==> src/source/player_cfg.svh <==
// Keycodes, playfield bounds, sprite geometry, step, start position, frame period, register map
`ifndef PLAYER_CFG_SVH
`define PLAYER_CFG_SVH

// Arrow keycodes from the keyboard
`define KEY_UP          8'd82
`define KEY_DOWN        8'd81
`define KEY_LEFT        8'd80
`define KEY_RIGHT       8'd79

// Playfield bounds in 9-bit pixel coordinates
`define X_MIN           9'd1
`define X_MAX           9'd319
`define Y_MIN           9'd52
`define Y_MAX           9'd205

`define SPRITE_W        9'd18     // Sprite width in pixels
`define SPRITE_H        9'd20     // Sprite height in pixels
`define STEP            9'd3      // Pixels per frame

// Reset position, centred on a 320x240 screen
`define START_X         (9'd160 - (`SPRITE_W >> 1))
`define START_Y         (9'd120 - (`SPRITE_H >> 1))

`define FRAME_CYCLES    64        // Clock cycles per game frame

// Register byte offsets
`define REG_KEY         4'h0
`define REG_ATTACK      4'h4
`define REG_POS         4'h8
`define REG_FRAME       4'hC

`endif

==> src/source/player_pkg.sv <==
// Shared types: facing direction, move command and the AXI write/read state enums
package player_pkg;

    // Each direction selects a group of four sprite frames
    typedef enum logic [1:0]
    {
        faceDown  = 2'd0,
        faceLeft  = 2'd1,
        faceUp    = 2'd2,
        faceRight = 2'd3
    } facingT;

    // Decoded from the keycode
    typedef enum logic [2:0]
    {
        moveNone,
        moveUp,
        moveDown,
        moveLeft,
        moveRight
    } moveCmdT;

    typedef enum logic [1:0]
    {
        wrIdle,     // Waiting for address and data
        wrAccept,   // awReady and wReady high
        wrResp      // bValid held until bReady
    } axiWriteStateT;

    typedef enum logic [1:0]
    {
        rdIdle,     // Waiting for arValid
        rdAccept,   // arReady high
        rdResp      // rValid held until rReady
    } axiReadStateT;

endpackage

==> src/source/frameTick.sv <==
// Game-frame tick generator with a wrapping frame counter
`timescale 1ns/1ns
`include "player_cfg.svh"

module frameTick
(
    input  logic        Clk,
    input  logic        rstN,
    output logic        frameStart,
    output logic [15:0] frameCount
);

    localparam int CNT_W = $clog2(`FRAME_CYCLES);

    logic [CNT_W-1:0] cycleCnt;

    // Pulse on the last cycle of each frame period
    assign frameStart = (cycleCnt == CNT_W'(`FRAME_CYCLES - 1));

    always_ff @(posedge Clk or negedge rstN)
    begin
        if (!rstN)
        begin
            cycleCnt   <= '0;
            frameCount <= 16'd0;
        end
        else
        begin
            if (frameStart)
            begin
                cycleCnt   <= '0;
                frameCount <= frameCount + 16'd1;   // Wraps at 16 bits
            end
            else
                cycleCnt <= cycleCnt + CNT_W'(1);
        end
    end

endmodule

==> src/source/keyRegAxi.sv <==
// AXI4-Lite register slave for keycode and attack flag, with position and frame count readback
`timescale 1ns/1ns
`include "player_cfg.svh"

module keyRegAxi import player_pkg::*;
(
    input  logic        Clk,
    input  logic        rstN,
    input  logic [3:0]  awAddr,
    input  logic        awValid,
    output logic        awReady,
    input  logic [31:0] wData,
    input  logic [3:0]  wStrb,
    input  logic        wValid,
    output logic        wReady,
    output logic [1:0]  bResp,
    output logic        bValid,
    input  logic        bReady,
    input  logic [3:0]  arAddr,
    input  logic        arValid,
    output logic        arReady,
    output logic [31:0] rData,
    output logic [1:0]  rResp,
    output logic        rValid,
    input  logic        rReady,
    input  logic [8:0]  xPos,
    input  logic [8:0]  yPos,
    input  facingT      facing,
    input  logic [15:0] frameCount,
    output logic [7:0]  keycode,
    output logic        attackOn
);

    axiWriteStateT wrState;
    axiReadStateT  rdState;
    logic [31:0]   readMux;

    assign awReady = (wrState == wrAccept);
    assign wReady  = (wrState == wrAccept);
    assign bValid  = (wrState == wrResp);
    assign bResp   = 2'b00;                 // Always OKAY

    assign arReady = (rdState == rdAccept);
    assign rValid  = (rdState == rdResp);
    assign rResp   = 2'b00;

    // Write sequencing and register update
    always_ff @(posedge Clk or negedge rstN)
    begin
        if (!rstN)
        begin
            wrState  <= wrIdle;
            keycode  <= 8'd0;
            attackOn <= 1'b0;
        end
        else
        begin
            case (wrState)
                wrIdle:
                    if (awValid && wValid)
                        wrState <= wrAccept;
                wrAccept:
                begin
                    wrState <= wrResp;      // Handshake completes on this edge
                    case (awAddr)
                        `REG_KEY:
                            if (wStrb[0])
                                keycode <= wData[7:0];
                        `REG_ATTACK: attackOn <= wData[0];
                        default: ;          // Read-only or unmapped
                    endcase
                end
                wrResp:
                    if (bReady)
                        wrState <= wrIdle;
                default: wrState <= wrIdle;
            endcase
        end
    end

    // Readback mux
    always_comb
    begin
        case (arAddr)
            `REG_KEY:    readMux = {24'd0, keycode};
            `REG_ATTACK: readMux = {31'd0, attackOn};
            `REG_POS:    readMux = {2'd0, facing, 3'd0, yPos, 7'd0, xPos};
            `REG_FRAME:  readMux = {16'd0, frameCount};
            default:     readMux = 32'd0;
        endcase
    end

    always_ff @(posedge Clk or negedge rstN)
    begin
        if (!rstN)
            rdState <= rdIdle;
        else
        begin
            case (rdState)
                rdIdle:   if (arValid) rdState <= rdAccept;
                rdAccept: rdState <= rdResp;
                rdResp:   if (rReady) rdState <= rdIdle;
                default:  rdState <= rdIdle;
            endcase
        end
    end

    // Read data is captured once and held through back-pressure
    always_ff @(posedge Clk)
    begin
        if (rdState == rdAccept)
            rData <= readMux;
    end

endmodule

==> src/source/playerSprite.sv <==
// Player motion with edge clamping, facing update, walk counter and sprite pixel addressing
`timescale 1ns/1ns
`include "player_cfg.svh"

module playerSprite import player_pkg::*;
(
    input  logic        Clk,
    input  logic        rstN,
    input  logic        frameStart,
    input  logic [7:0]  keycode,
    input  logic        attackOn,
    input  logic [8:0]  pixelX,
    input  logic [8:0]  pixelY,
    output logic        isObj,
    output logic [12:0] objAddress,
    output logic [8:0]  xPos,
    output logic [8:0]  yPos,
    output facingT      facing
);

    localparam logic [12:0] FRAME_SIZE = 13'(`SPRITE_W) * 13'(`SPRITE_H);

    moveCmdT    moveCmd;
    logic [8:0] xNext;
    logic [8:0] yNext;
    facingT     facingNext;
    logic       moving;
    logic [1:0] stepCount;
    logic [9:0] xEnd;
    logic [9:0] yEnd;
    logic [8:0] dx;
    logic [8:0] dy;
    logic [3:0] frameIdx;

    // Far edges of the sprite box, one bit wider to avoid overflow
    assign xEnd = {1'b0, xPos} + 10'(`SPRITE_W);
    assign yEnd = {1'b0, yPos} + 10'(`SPRITE_H);

    always_comb
    begin
        case (keycode)
            `KEY_UP:    moveCmd = moveUp;
            `KEY_DOWN:  moveCmd = moveDown;
            `KEY_LEFT:  moveCmd = moveLeft;
            `KEY_RIGHT: moveCmd = moveRight;
            default:    moveCmd = moveNone;
        endcase
    end

    // Facing follows the key even when the move is blocked
    always_comb
    begin
        xNext      = xPos;
        yNext      = yPos;
        facingNext = facing;
        moving     = 1'b0;
        case (moveCmd)
            moveUp:
            begin
                facingNext = faceUp;
                if (yPos > `Y_MIN)
                begin
                    yNext  = yPos - `STEP;
                    moving = 1'b1;
                end
            end
            moveDown:
            begin
                facingNext = faceDown;
                if (yEnd < 10'(`Y_MAX))
                begin
                    yNext  = yPos + `STEP;
                    moving = 1'b1;
                end
            end
            moveLeft:
            begin
                facingNext = faceLeft;
                if (xPos > `X_MIN)
                begin
                    xNext  = xPos - `STEP;
                    moving = 1'b1;
                end
            end
            moveRight:
            begin
                facingNext = faceRight;
                if (xEnd < 10'(`X_MAX))
                begin
                    xNext  = xPos + `STEP;
                    moving = 1'b1;
                end
            end
            default: ;  // No key, stand still
        endcase
    end

    always_ff @(posedge Clk or negedge rstN)
    begin
        if (!rstN)
        begin
            xPos   <= `START_X;
            yPos   <= `START_Y;
            facing <= faceDown;
        end
        else if (frameStart)
        begin
            xPos   <= xNext;
            yPos   <= yNext;
            facing <= facingNext;
        end
    end

    walkCounter i_walkCounter
    (
        .Clk        (Clk),
        .rstN       (rstN),
        .frameStart (frameStart),
        .moving     (moving),
        .stepCount  (stepCount)
    );

    // Attack frame overrides the walk cycle
    always_comb
    begin
        if (attackOn)
            frameIdx = {facing, 2'd3};
        else if (!stepCount[0])
            frameIdx = {facing, 2'd0};
        else
            frameIdx = {facing, 1'b0, stepCount[1]} + 4'd1;    // Walk frame 1 or 2
    end

    assign dx = pixelX - xPos;
    assign dy = pixelY - yPos;

    assign isObj = ({1'b0, pixelX} >= {1'b0, xPos}) && ({1'b0, pixelX} < xEnd) &&
                   ({1'b0, pixelY} >= {1'b0, yPos}) && ({1'b0, pixelY} < yEnd);

    // Offset inside the frame plus the frame base in the sheet
    assign objAddress = isObj ? (13'(dx) + 13'(dy) * 13'(`SPRITE_W) + FRAME_SIZE * 13'(frameIdx))
                              : 13'd0;

endmodule

==> src/source/playerTop.sv <==
// Top level joining the AXI4-Lite register port, frame tick generator and player sprite
`timescale 1ns/1ns

module playerTop import player_pkg::*;
(
    input  logic        Clk,
    input  logic        rstN,
    input  logic [3:0]  awAddr,
    input  logic        awValid,
    output logic        awReady,
    input  logic [31:0] wData,
    input  logic [3:0]  wStrb,
    input  logic        wValid,
    output logic        wReady,
    output logic [1:0]  bResp,
    output logic        bValid,
    input  logic        bReady,
    input  logic [3:0]  arAddr,
    input  logic        arValid,
    output logic        arReady,
    output logic [31:0] rData,
    output logic [1:0]  rResp,
    output logic        rValid,
    input  logic        rReady,
    input  logic [8:0]  pixelX,
    input  logic [8:0]  pixelY,
    output logic        isObj,
    output logic [12:0] objAddress
);

    logic        frameStart;
    logic [15:0] frameCount;
    logic [7:0]  keycode;
    logic        attackOn;
    logic [8:0]  xPos;
    logic [8:0]  yPos;
    facingT      facing;

    keyRegAxi i_regs
    (
        .Clk        (Clk),
        .rstN       (rstN),
        .awAddr     (awAddr),
        .awValid    (awValid),
        .awReady    (awReady),
        .wData      (wData),
        .wStrb      (wStrb),
        .wValid     (wValid),
        .wReady     (wReady),
        .bResp      (bResp),
        .bValid     (bValid),
        .bReady     (bReady),
        .arAddr     (arAddr),
        .arValid    (arValid),
        .arReady    (arReady),
        .rData      (rData),
        .rResp      (rResp),
        .rValid     (rValid),
        .rReady     (rReady),
        .xPos       (xPos),
        .yPos       (yPos),
        .facing     (facing),
        .frameCount (frameCount),
        .keycode    (keycode),
        .attackOn   (attackOn)
    );

    frameTick i_tick
    (
        .Clk        (Clk),
        .rstN       (rstN),
        .frameStart (frameStart),
        .frameCount (frameCount)
    );

    // Motion and per-pixel lookup
    playerSprite i_player
    (
        .Clk        (Clk),
        .rstN       (rstN),
        .frameStart (frameStart),
        .keycode    (keycode),
        .attackOn   (attackOn),
        .pixelX     (pixelX),
        .pixelY     (pixelY),
        .isObj      (isObj),
        .objAddress (objAddress),
        .xPos       (xPos),
        .yPos       (yPos),
        .facing     (facing)
    );

endmodule

==> src/source/walkCounter.sv <==
// Two-bit walk step counter driving the walking animation frames
`timescale 1ns/1ns

module walkCounter
(
    input  logic       Clk,
    input  logic       rstN,
    input  logic       frameStart,
    input  logic       moving,
    output logic [1:0] stepCount
);

    // Advances once per moving frame, back to standing when still
    always_ff @(posedge Clk or negedge rstN)
    begin
        if (!rstN)
            stepCount <= 2'd0;
        else if (frameStart)
        begin
            if (moving)
                stepCount <= stepCount + 2'd1;  // Modulo 4
            else
                stepCount <= 2'd0;
        end
    end

endmodule
==> config.mk <==
export PLATFORM = sky130hd
export DESIGN_NAME = playerTop
export DESIGN_NICKNAME = d
export VERILOG_FILES = /design/src/source/player_pkg.sv /design/src/source/frameTick.sv /design/src/source/keyRegAxi.sv /design/src/source/playerSprite.sv /design/src/source/playerTop.sv /design/src/source/walkCounter.sv
export VERILOG_INCLUDE_DIRS = /design/src /design/src/source
export SDC_FILE = /design/constraint.sdc
export NUM_CORES = 1
export LEC_CHECK = 0
export ABC_CLOCK_PERIOD_IN_PS = 5410
export BUFFER_PORTS_ARGS = -buffer_cell sky130_fd_sc_hd__buf_2
export CORE_MARGIN = 2
export CORE_UTILIZATION = 55
export CTS_BUF_LIST = sky130_fd_sc_hd__clkbuf_8
export DETAILED_ROUTE_END_ITERATION = 8
export PLACE_DENSITY = 0.78
export RECOVER_POWER = 100
export SKIP_LAST_GASP = 1
export SYNTH_ARGS = -nofsm -noshare
export SYNTH_HDL_FRONTEND = slang
export SYNTH_SLANG_ARGS = --single-unit
export TNS_END_PERCENT = 30
==> constraint.sdc <==
create_clock -name Clk -period 5.41 [get_ports Clk]
set_input_delay 0.2705 -clock Clk [delete_from_list [all_inputs] [get_ports Clk]]
set_output_delay 0.2705 -clock Clk [all_outputs]
set_load 0.1 [all_outputs]
======== Yosys cells after proc, flatten, opt, wreduce, memory -nomap -nowiden ========
Cells that the tools add are included.
storage, ports and cells
  output and inout bits ................... 55
  input port bits ......................... 69
  flip-flop bits (word level) ............. 89
  word-level logic and storage cells ...... 103
operators by class
  order comparisons ....................... 8
  $mul .................................... 2
  reductions and logical operators ........ 18
  multiplexer cells ....................... 25
  $add $sub $neg .......................... 14
  eq/ne operators ......................... 25
operators by type and width
  cell                                                                     number
  30-bit case mux with 4 select lines                                      1
  9-bit 2-to-1 mux                                                         4
  9-bit case mux with 2 select lines                                       2
  8-bit by 7-bit equality test with 1-bit output, second input constant    4
  9-bit by 5-bit adder with 10-bit output, second input constant           2
  9-bit by 10-bit < comparator with 1-bit output                           2
  9-bit by 2-bit adder with 9-bit output, second input constant            2
  9-bit greater-or-equal comparator                                        2
  9-bit by 2-bit subtractor with 9-bit output, second input constant       2
  9-bit subtractor                                                         2
  16-bit by 1-bit adder with 16-bit output, second input constant          1
  2-bit by 1-bit inequality test with 1-bit output, second input constant  7
  13-bit adder                                                             1
  9-bit by 13-bit adder with 13-bit output                                 1
  13-bit 2-to-1 mux                                                        1
  9-bit by 4-bit multiplier with 12-bit output, second input constant      1
  2-bit case mux with 3 select lines                                       2
  3-bit case mux with 4 select lines                                       1
  10-bit by 8-bit < comparator with 1-bit output, second input constant    1
  10-bit by 9-bit < comparator with 1-bit output, second input constant    1
  6-bit by 4-bit multiplier with 10-bit output, first input constant       1
  2-bit 2-to-1 mux                                                         5
  9-bit by 1-bit > comparator with 1-bit output, second input constant     1
  9-bit by 6-bit > comparator with 1-bit output, second input constant     1
  25 further kinds                                                         44

======== Depth between registers and ports, before layout ========
  depth after elaboration ................. 6
  mapped depth ............................ 22
  gate-level depth less buffers ........... 22

======== Cells and area by module ========
Synthesis repeated with hierarchy kept, for this count alone.
unflattened totals
  cells, all modules ...................... 739
  area total of the unflattened synthesis .. 7280.7 µm²
modules (own cells, without submodules)
  module        times used  sequential area each (µm²)  area each (µm²)  cells each
  playerSprite  1           513.0                       4366.7           524
  keyRegAxi     1           1136.1                      1820.5           126
  frameTick     1           550.5                       1001.0           81
  walkCounter   1           50.0                        92.6             8

======== Least setup slack after synthesis ========
No wires, ideal clock.
  path type ............................... register to output
  start point ............................. register i_player.yPos[1]
  end point ............................... output objAddress[9]
  slack ................................... -1.203 ns
  stages on the path, launching flop included .. 19
  required time ........................... 5.140 ns
  buffers on the path ..................... 0
  data arrival time ....................... 6.342 ns
  path through ............................ dfstp_2 -> inv_1 -> ha_1 -> nor2b_1 -> o31a_1 -> o21ai_0 -> nand2b_1 -> xnor2_1 -> xor2_1 -> ha_1 -> a21o_1 -> a211oi_1 -> nor2_1 -> fa_1 -> ha_1 -> o21a_1 -> or2_2 -> o311a_1 -> nor3b_1
on the way
  cells in the longest elaborated chain, start to end .. 5
  elaborated cells on any way between the ends .. 10
  those cells by class .................... 4 x add/sub; 1 x mul; 2 x order compare; 1 x mux; 2 x reduce/logical
RTL lines
  item                                          RTL line             RTL
  from (decl)                                   playerSprite.sv:17   output logic [8:0] yPos,
  from (signal assigned)                        playerSprite.sv:103  yPos <= `START_Y;
  from (signal assigned)                        playerSprite.sv:109  yPos <= yNext;
  9-bit subtractor                              playerSprite.sv:135  assign dy = pixelY - yPos;
  9-bit by 4-bit multiplier with 12-bit output  playerSprite.sv:141  assign objAddress = isObj ? (13'(dx) + 13'(dy) * 13'(`SPRITE_W) + FRAME_SIZE * 13'(frameIdx))
  9-bit by 13-bit adder with 13-bit output      playerSprite.sv:141
  13-bit adder                                  playerSprite.sv:141
  13-bit 2-to-1 mux (*)                         playerSprite.sv:141
  to (decl)                                     playerTop.sv:28      output logic [12:0] objAddress
Every way passes the cells marked *; elsewhere a longest branch is shown, timed or not.

======== Worst setup path in the final report ========
  start point ............................. register i_player.yPos[3]
  end point ............................... output objAddress[11]
Same word-level chain as after synthesis.

==> results.py <==
metrics = {
    "outcome": {
        "outcome": "finished with violations",
        "failing_checks": "capacitance limit, slew limit, setup timing",
    },
    "clock_tree": {
        "maximum_root_to_sink_buffer_count": 2,
        "clockRootBuffer": "sky130_fd_sc_hd__clkbuf_8",
        "clk_pin_slew_worst_paths_ns": 0.09,
        "cts.sinks": 84,
        "htree_num_levels": 3,
        "latest_clock_arrival_within_the_worst_skew_pair_ns": 0.38,
        "tritoncts": "built",
        "cts_made_buffers": 9,
    },
    "synth": {
        "post-synth-top-count-cell": "sky130_fd_sc_hd__ha_1",
        "synth_seq_area_share_pct": 30.9,
        "synth-edff-count": 27,
        "post_synth_main_area_contributors": "sky130_fd_sc_hd__dfrtp_1, sky130_fd_sc_hd__ha_1, sky130_fd_sc_hd__edfxtp_1, sky130_fd_sc_hd__xnor2_1, sky130_fd_sc_hd__fa_1",
        "postSynthRegisterBits": 84,
        "netlist_top_cells_count": "sky130_fd_sc_hd__ha_1, sky130_fd_sc_hd__xnor2_1, sky130_fd_sc_hd__inv_1",
        "synth.avg_cell_area_um2": 9.71,
        "post-synth-top-area-fraction_pct": 16.2,
        "ys_warn_count": 0,
        "synthDominantAreaCellType": "sky130_fd_sc_hd__dfrtp_1",
        "synthesis.instances": 749,
        "dominantRegCellSynth": "sky130_fd_sc_hd__dfrtp_1",
        "post_synth_instance_area_um2": 7270,
        "ys_types": 74,
        "synth_async_sr_flop_share_pct": 67.9,
    },
    "timing": {
        "finalCritPeriodShare_pct": 100,
        "setup_viol_count_final": 1,
        "skew_ns": 0.00984,
        "worst_slew_pin_slew_ns": 3.10,
        "grt_setup_unrepaired": "yes",
        "post-route-worst-setup-slack_ns": -0.00354,
        "report.final.slew_viol_count": 58,
        "timing.final.hold_violations": 0,
        "timing.max_slew.rel_slack_pct": -107,
        "fin_crit_ns": 5.41,
        "timing.fmax_ghz": 0.185,
    },
    "pwr": {
        "clkPwrFrac_pct": 17.5,
        "net-switching-power_uw": 1090,
        "irDropWorstVdd_v": 0.000196,
        "p_seq_share_pct": 32.0,
        "pwr-share-comb_pct": 50.5,
        "power_density_over_cell_area_nw_per_um2": 282,
        "static-leakage-power_uw": 0.00374,
        "power_report.internal_total_uw": 1280,
        "design_power_total_uw": 2370,
        "switching_share_pct": 46.0,
    },
    "global_route": {
        "pin_count_of_the_biggest_net_entering_global_routing": 58,
        "grt_pass1_vias": 5479,
        "antenna_found_initial": 0,
        "grt_overflow": 0,
        "grt_use_total_pct": 22.8,
        "first_pass_grt_wire_length_mm": 26.1,
    },
    "critical_path": {
        "worstPathBufferInverterCount": 3,
        "crit_path_top_delay_cell": "sky130_fd_sc_hd__fa_1",
        "crit_path_frequent_cell": "sky130_fd_sc_hd__o21a_1",
        "critical-path-top-delay-family": "adder cells",
        "crit_path_start_kind": "register",
        "worst_setup_path_end_kind": "primary output",
        "worst-endpoint-arrival_ns": 5.14,
        "timing.critical_path.cells": "inv_1 > ha_4 > o21a_1 > buf_4 > o31ai_2 > a211oi_2 > o21a_1 > nor2_2 > ha_1 > ha_4 > a211oi_2 > nor2_2 > fa_1 > ha_4 > o21a_1 > or2_4 > o311a_4 > o21a_1 > o21ai_1 > o311a_1 > buf_12",
        "worst-setup-path-type": "register to primary output",
        "critPathRequiredTime_ns": 5.14,
        "worst_path_largest_cell_delay_ns": 0.56,
        "crit_path_max_fo": 4,
    },
    "drt": {
        "met3_wirelength_um": 676,
        "vias": 5782,
        "drt-wirelength-per-cell_um": 15.3,
        "drt_first_pass_iters": 4,
        "route.met2.wl_mm": 7.44,
        "wl_mm": 15.8,
        "drcViolationCount": 0,
        "detail_route.vias_per_cell": 5.61,
        "sum_of_routed_wire_segments_on_met1_mm": 7.40,
        "number_of_antenna_violating_nets_in_the_routed_design": 0,
        "highest_layer": "met4",
        "drt-initial-drc-count": 404,
    },
    "floorplanning": {
        "design.die.area_um2": 14200,
        "die_height_um": 119,
        "start_util_pct": 55.6,
        "dieWidth_um": 119,
        "io_pins": 124,
        "rows": 42,
        "design.core.area_um2": 13100,
    },
    "place": {
        "dpl.hpwl_mm": 11.9,
        "place_area_um2": 7920,
        "io_buffers": 87,
        "detailedPlace.worstSlack_ns": 0.117,
        "place_congestion": 0.882,
        "place.detailed.instances": 1004,
    },
    "layout": {
        "layout-drive-gt1-share_pct": 24.2,
        "syn2layout_area_growth_pct": 15.7,
        "finish.utilization_pct": 64.3,
        "antennaDiodeCount": 0,
        "instances_no_fill": 1030,
        "fin_nets": 1027,
        "layout.cell_area.non_filler_um2": 8410,
    },
    "worst_hold_path": {
        "hold_class": "input port to register",
    },
    "run": {
        "cap_violations": 1,
    },
}
## cells by family after synthesis
family                   Yosys count  synth area share, %
AND/OR/NAND/NOR                  224                 16.2
AO/OA/AOI/OAI                    155                 14.6
adder cells (fa/ha/maj)          109                 20.3
flip-flops                        84                 30.9
buffers and inverters             80                 5.37
XOR/XNOR                          73                 9.00
multiplexers                      23                 3.49
other                              1               0.0516
## metrics by stage
stage / hold WS, ns / TNS (ns)
3_3_place_gp: 0.442 / 0
5_1_grt: 0.0884 / -0.550
3_5_place_dp: 0.449 / 0
6_report: 0.0849 / -0.00354
2_1_floorplan: -0.0251 / -0.272
4_1_cts: 0.0444 / 0
## worst paths after layout
path                                          startpoint                                end  slack (ns)  depth (start not counted)
hold / removal                                    bReady      i_regs.wrState[1]$_DFFE_PN0P_        0.08                          2
min in group asynchronous                           rstN  i_tick.frameCount[14]$_DFFE_PN0N_        1.00                          2
setup reg to reg           i_regs.keycode[7]$_DFFE_PN0P_       i_player.xPos[8]$_DFFE_PN0P_        2.08                         11
setup / recovery            i_player.yPos[3]$_DFFE_PN1P_                     objAddress[11]      -0.004                         21
max in group asynchronous                           rstN       i_player.xPos[6]$_DFFE_PN0P_        2.65                          2
hold reg to reg            i_regs.rdState[1]$_DFFE_PN0P_      i_regs.rdState[0]$_DFFE_PN0P_        0.46                          1
## power by group through the flow
stage	Sequential [uW]	Combinational, uW	Clock, uW
after floorplan	1080	563	0
after global placement	767	1050	0
after detailed placement	771	1060	0
after CTS	758	1150	426
after global routing	766	1280	450
final	759	1200	415
## worst register-to-register path, cell delays in order (launching register included)
cell and delay [ns]:
sky130_fd_sc_hd__dfrtp_1 0.41, sky130_fd_sc_hd__nor3b_2 0.28, sky130_fd_sc_hd__and4b_1 0.31, sky130_fd_sc_hd__nand3_2 0.28, sky130_fd_sc_hd__ha_1 0.43, sky130_fd_sc_hd__nor2b_1 0.14
sky130_fd_sc_hd__o21ai_0 0.22, sky130_fd_sc_hd__a21oi_1 0.12, sky130_fd_sc_hd__o41ai_1 0.44, sky130_fd_sc_hd__nand2_1 0.14, sky130_fd_sc_hd__a2111oi_0 0.34, sky130_fd_sc_hd__o21bai_1 0.16
## area by class of cell
type | count | area, um2
multi-input combinational | 593 | 4920
fill | 1054 | 4670
sequential | 84 | 2250
timing repair buffer | 108 | 644
tap | 176 | 220
inverter | 53 | 199
clock buffer | 9 | 124
clock inverter | 7 | 56.3
## placed cells by master, fill, tap and decap left out, types with 9 or more instances in the layout
master	count
sky130_fd_sc_hd__nor3_1	29
sky130_fd_sc_hd__xor2_1	14
sky130_fd_sc_hd__o21ai_1	13
sky130_fd_sc_hd__ha_1	83
sky130_fd_sc_hd__buf_4	19
sky130_fd_sc_hd__nand2b_1	9
sky130_fd_sc_hd__and2_1	14
sky130_fd_sc_hd__inv_1	51
sky130_fd_sc_hd__a21oi_1	31
sky130_fd_sc_hd__conb_1	9
sky130_fd_sc_hd__ha_4	10
sky130_fd_sc_hd__nand3_1	19
sky130_fd_sc_hd__o21ai_0	25
sky130_fd_sc_hd__dfstp_2	10
sky130_fd_sc_hd__nand2_1	35
sky130_fd_sc_hd__a21o_1	10
sky130_fd_sc_hd__edfxtp_1	27
sky130_fd_sc_hd__fa_1	13
sky130_fd_sc_hd__dfrtp_1	47
sky130_fd_sc_hd__xnor2_1	53
sky130_fd_sc_hd__mux2i_1	12
sky130_fd_sc_hd__nor2b_1	13
sky130_fd_sc_hd__a31oi_1	11
sky130_fd_sc_hd__nor2_1	43
sky130_fd_sc_hd__mux2_2	9
sky130_fd_sc_hd__o21a_1	11
sky130_fd_sc_hd__clkbuf_8	9
sky130_fd_sc_hd__buf_2	82
## sequential cells by signal, summed over array words and instances (netlist names)
| signal | flops |
|---|---|
| i_player.i_walkCounter.stepCount | 2 |
| i_regs.rdState | 2 |
| i_tick.cycleCnt | 6 |
| i_regs.attackOn | 1 |
| i_regs.wrState | 2 |
| i_player.facing | 2 |
| i_player.xPos | 9 |
| i_regs.keycode | 8 |
| i_regs.rData | 27 |
| i_player.yPos | 9 |
| i_tick.frameCount | 16 |
## routing by layer
metal | up-vias | track usage (%)
met5 | - | 0
met4 | 0 | 5.58
met3 | 22 | 4.60
met2 | 115 | 36.8
met1 | 2786 | 31.6
li1 | 2859 | -
## what timing repair did
action,CTS,global route
pin swaps,15,14
gates resized for setup,30,13
setup buffers,7,3
hold buffers,0,0
setup endpoints to repair,3,4
No activity file was read; power rests on OpenSTA's default activity.
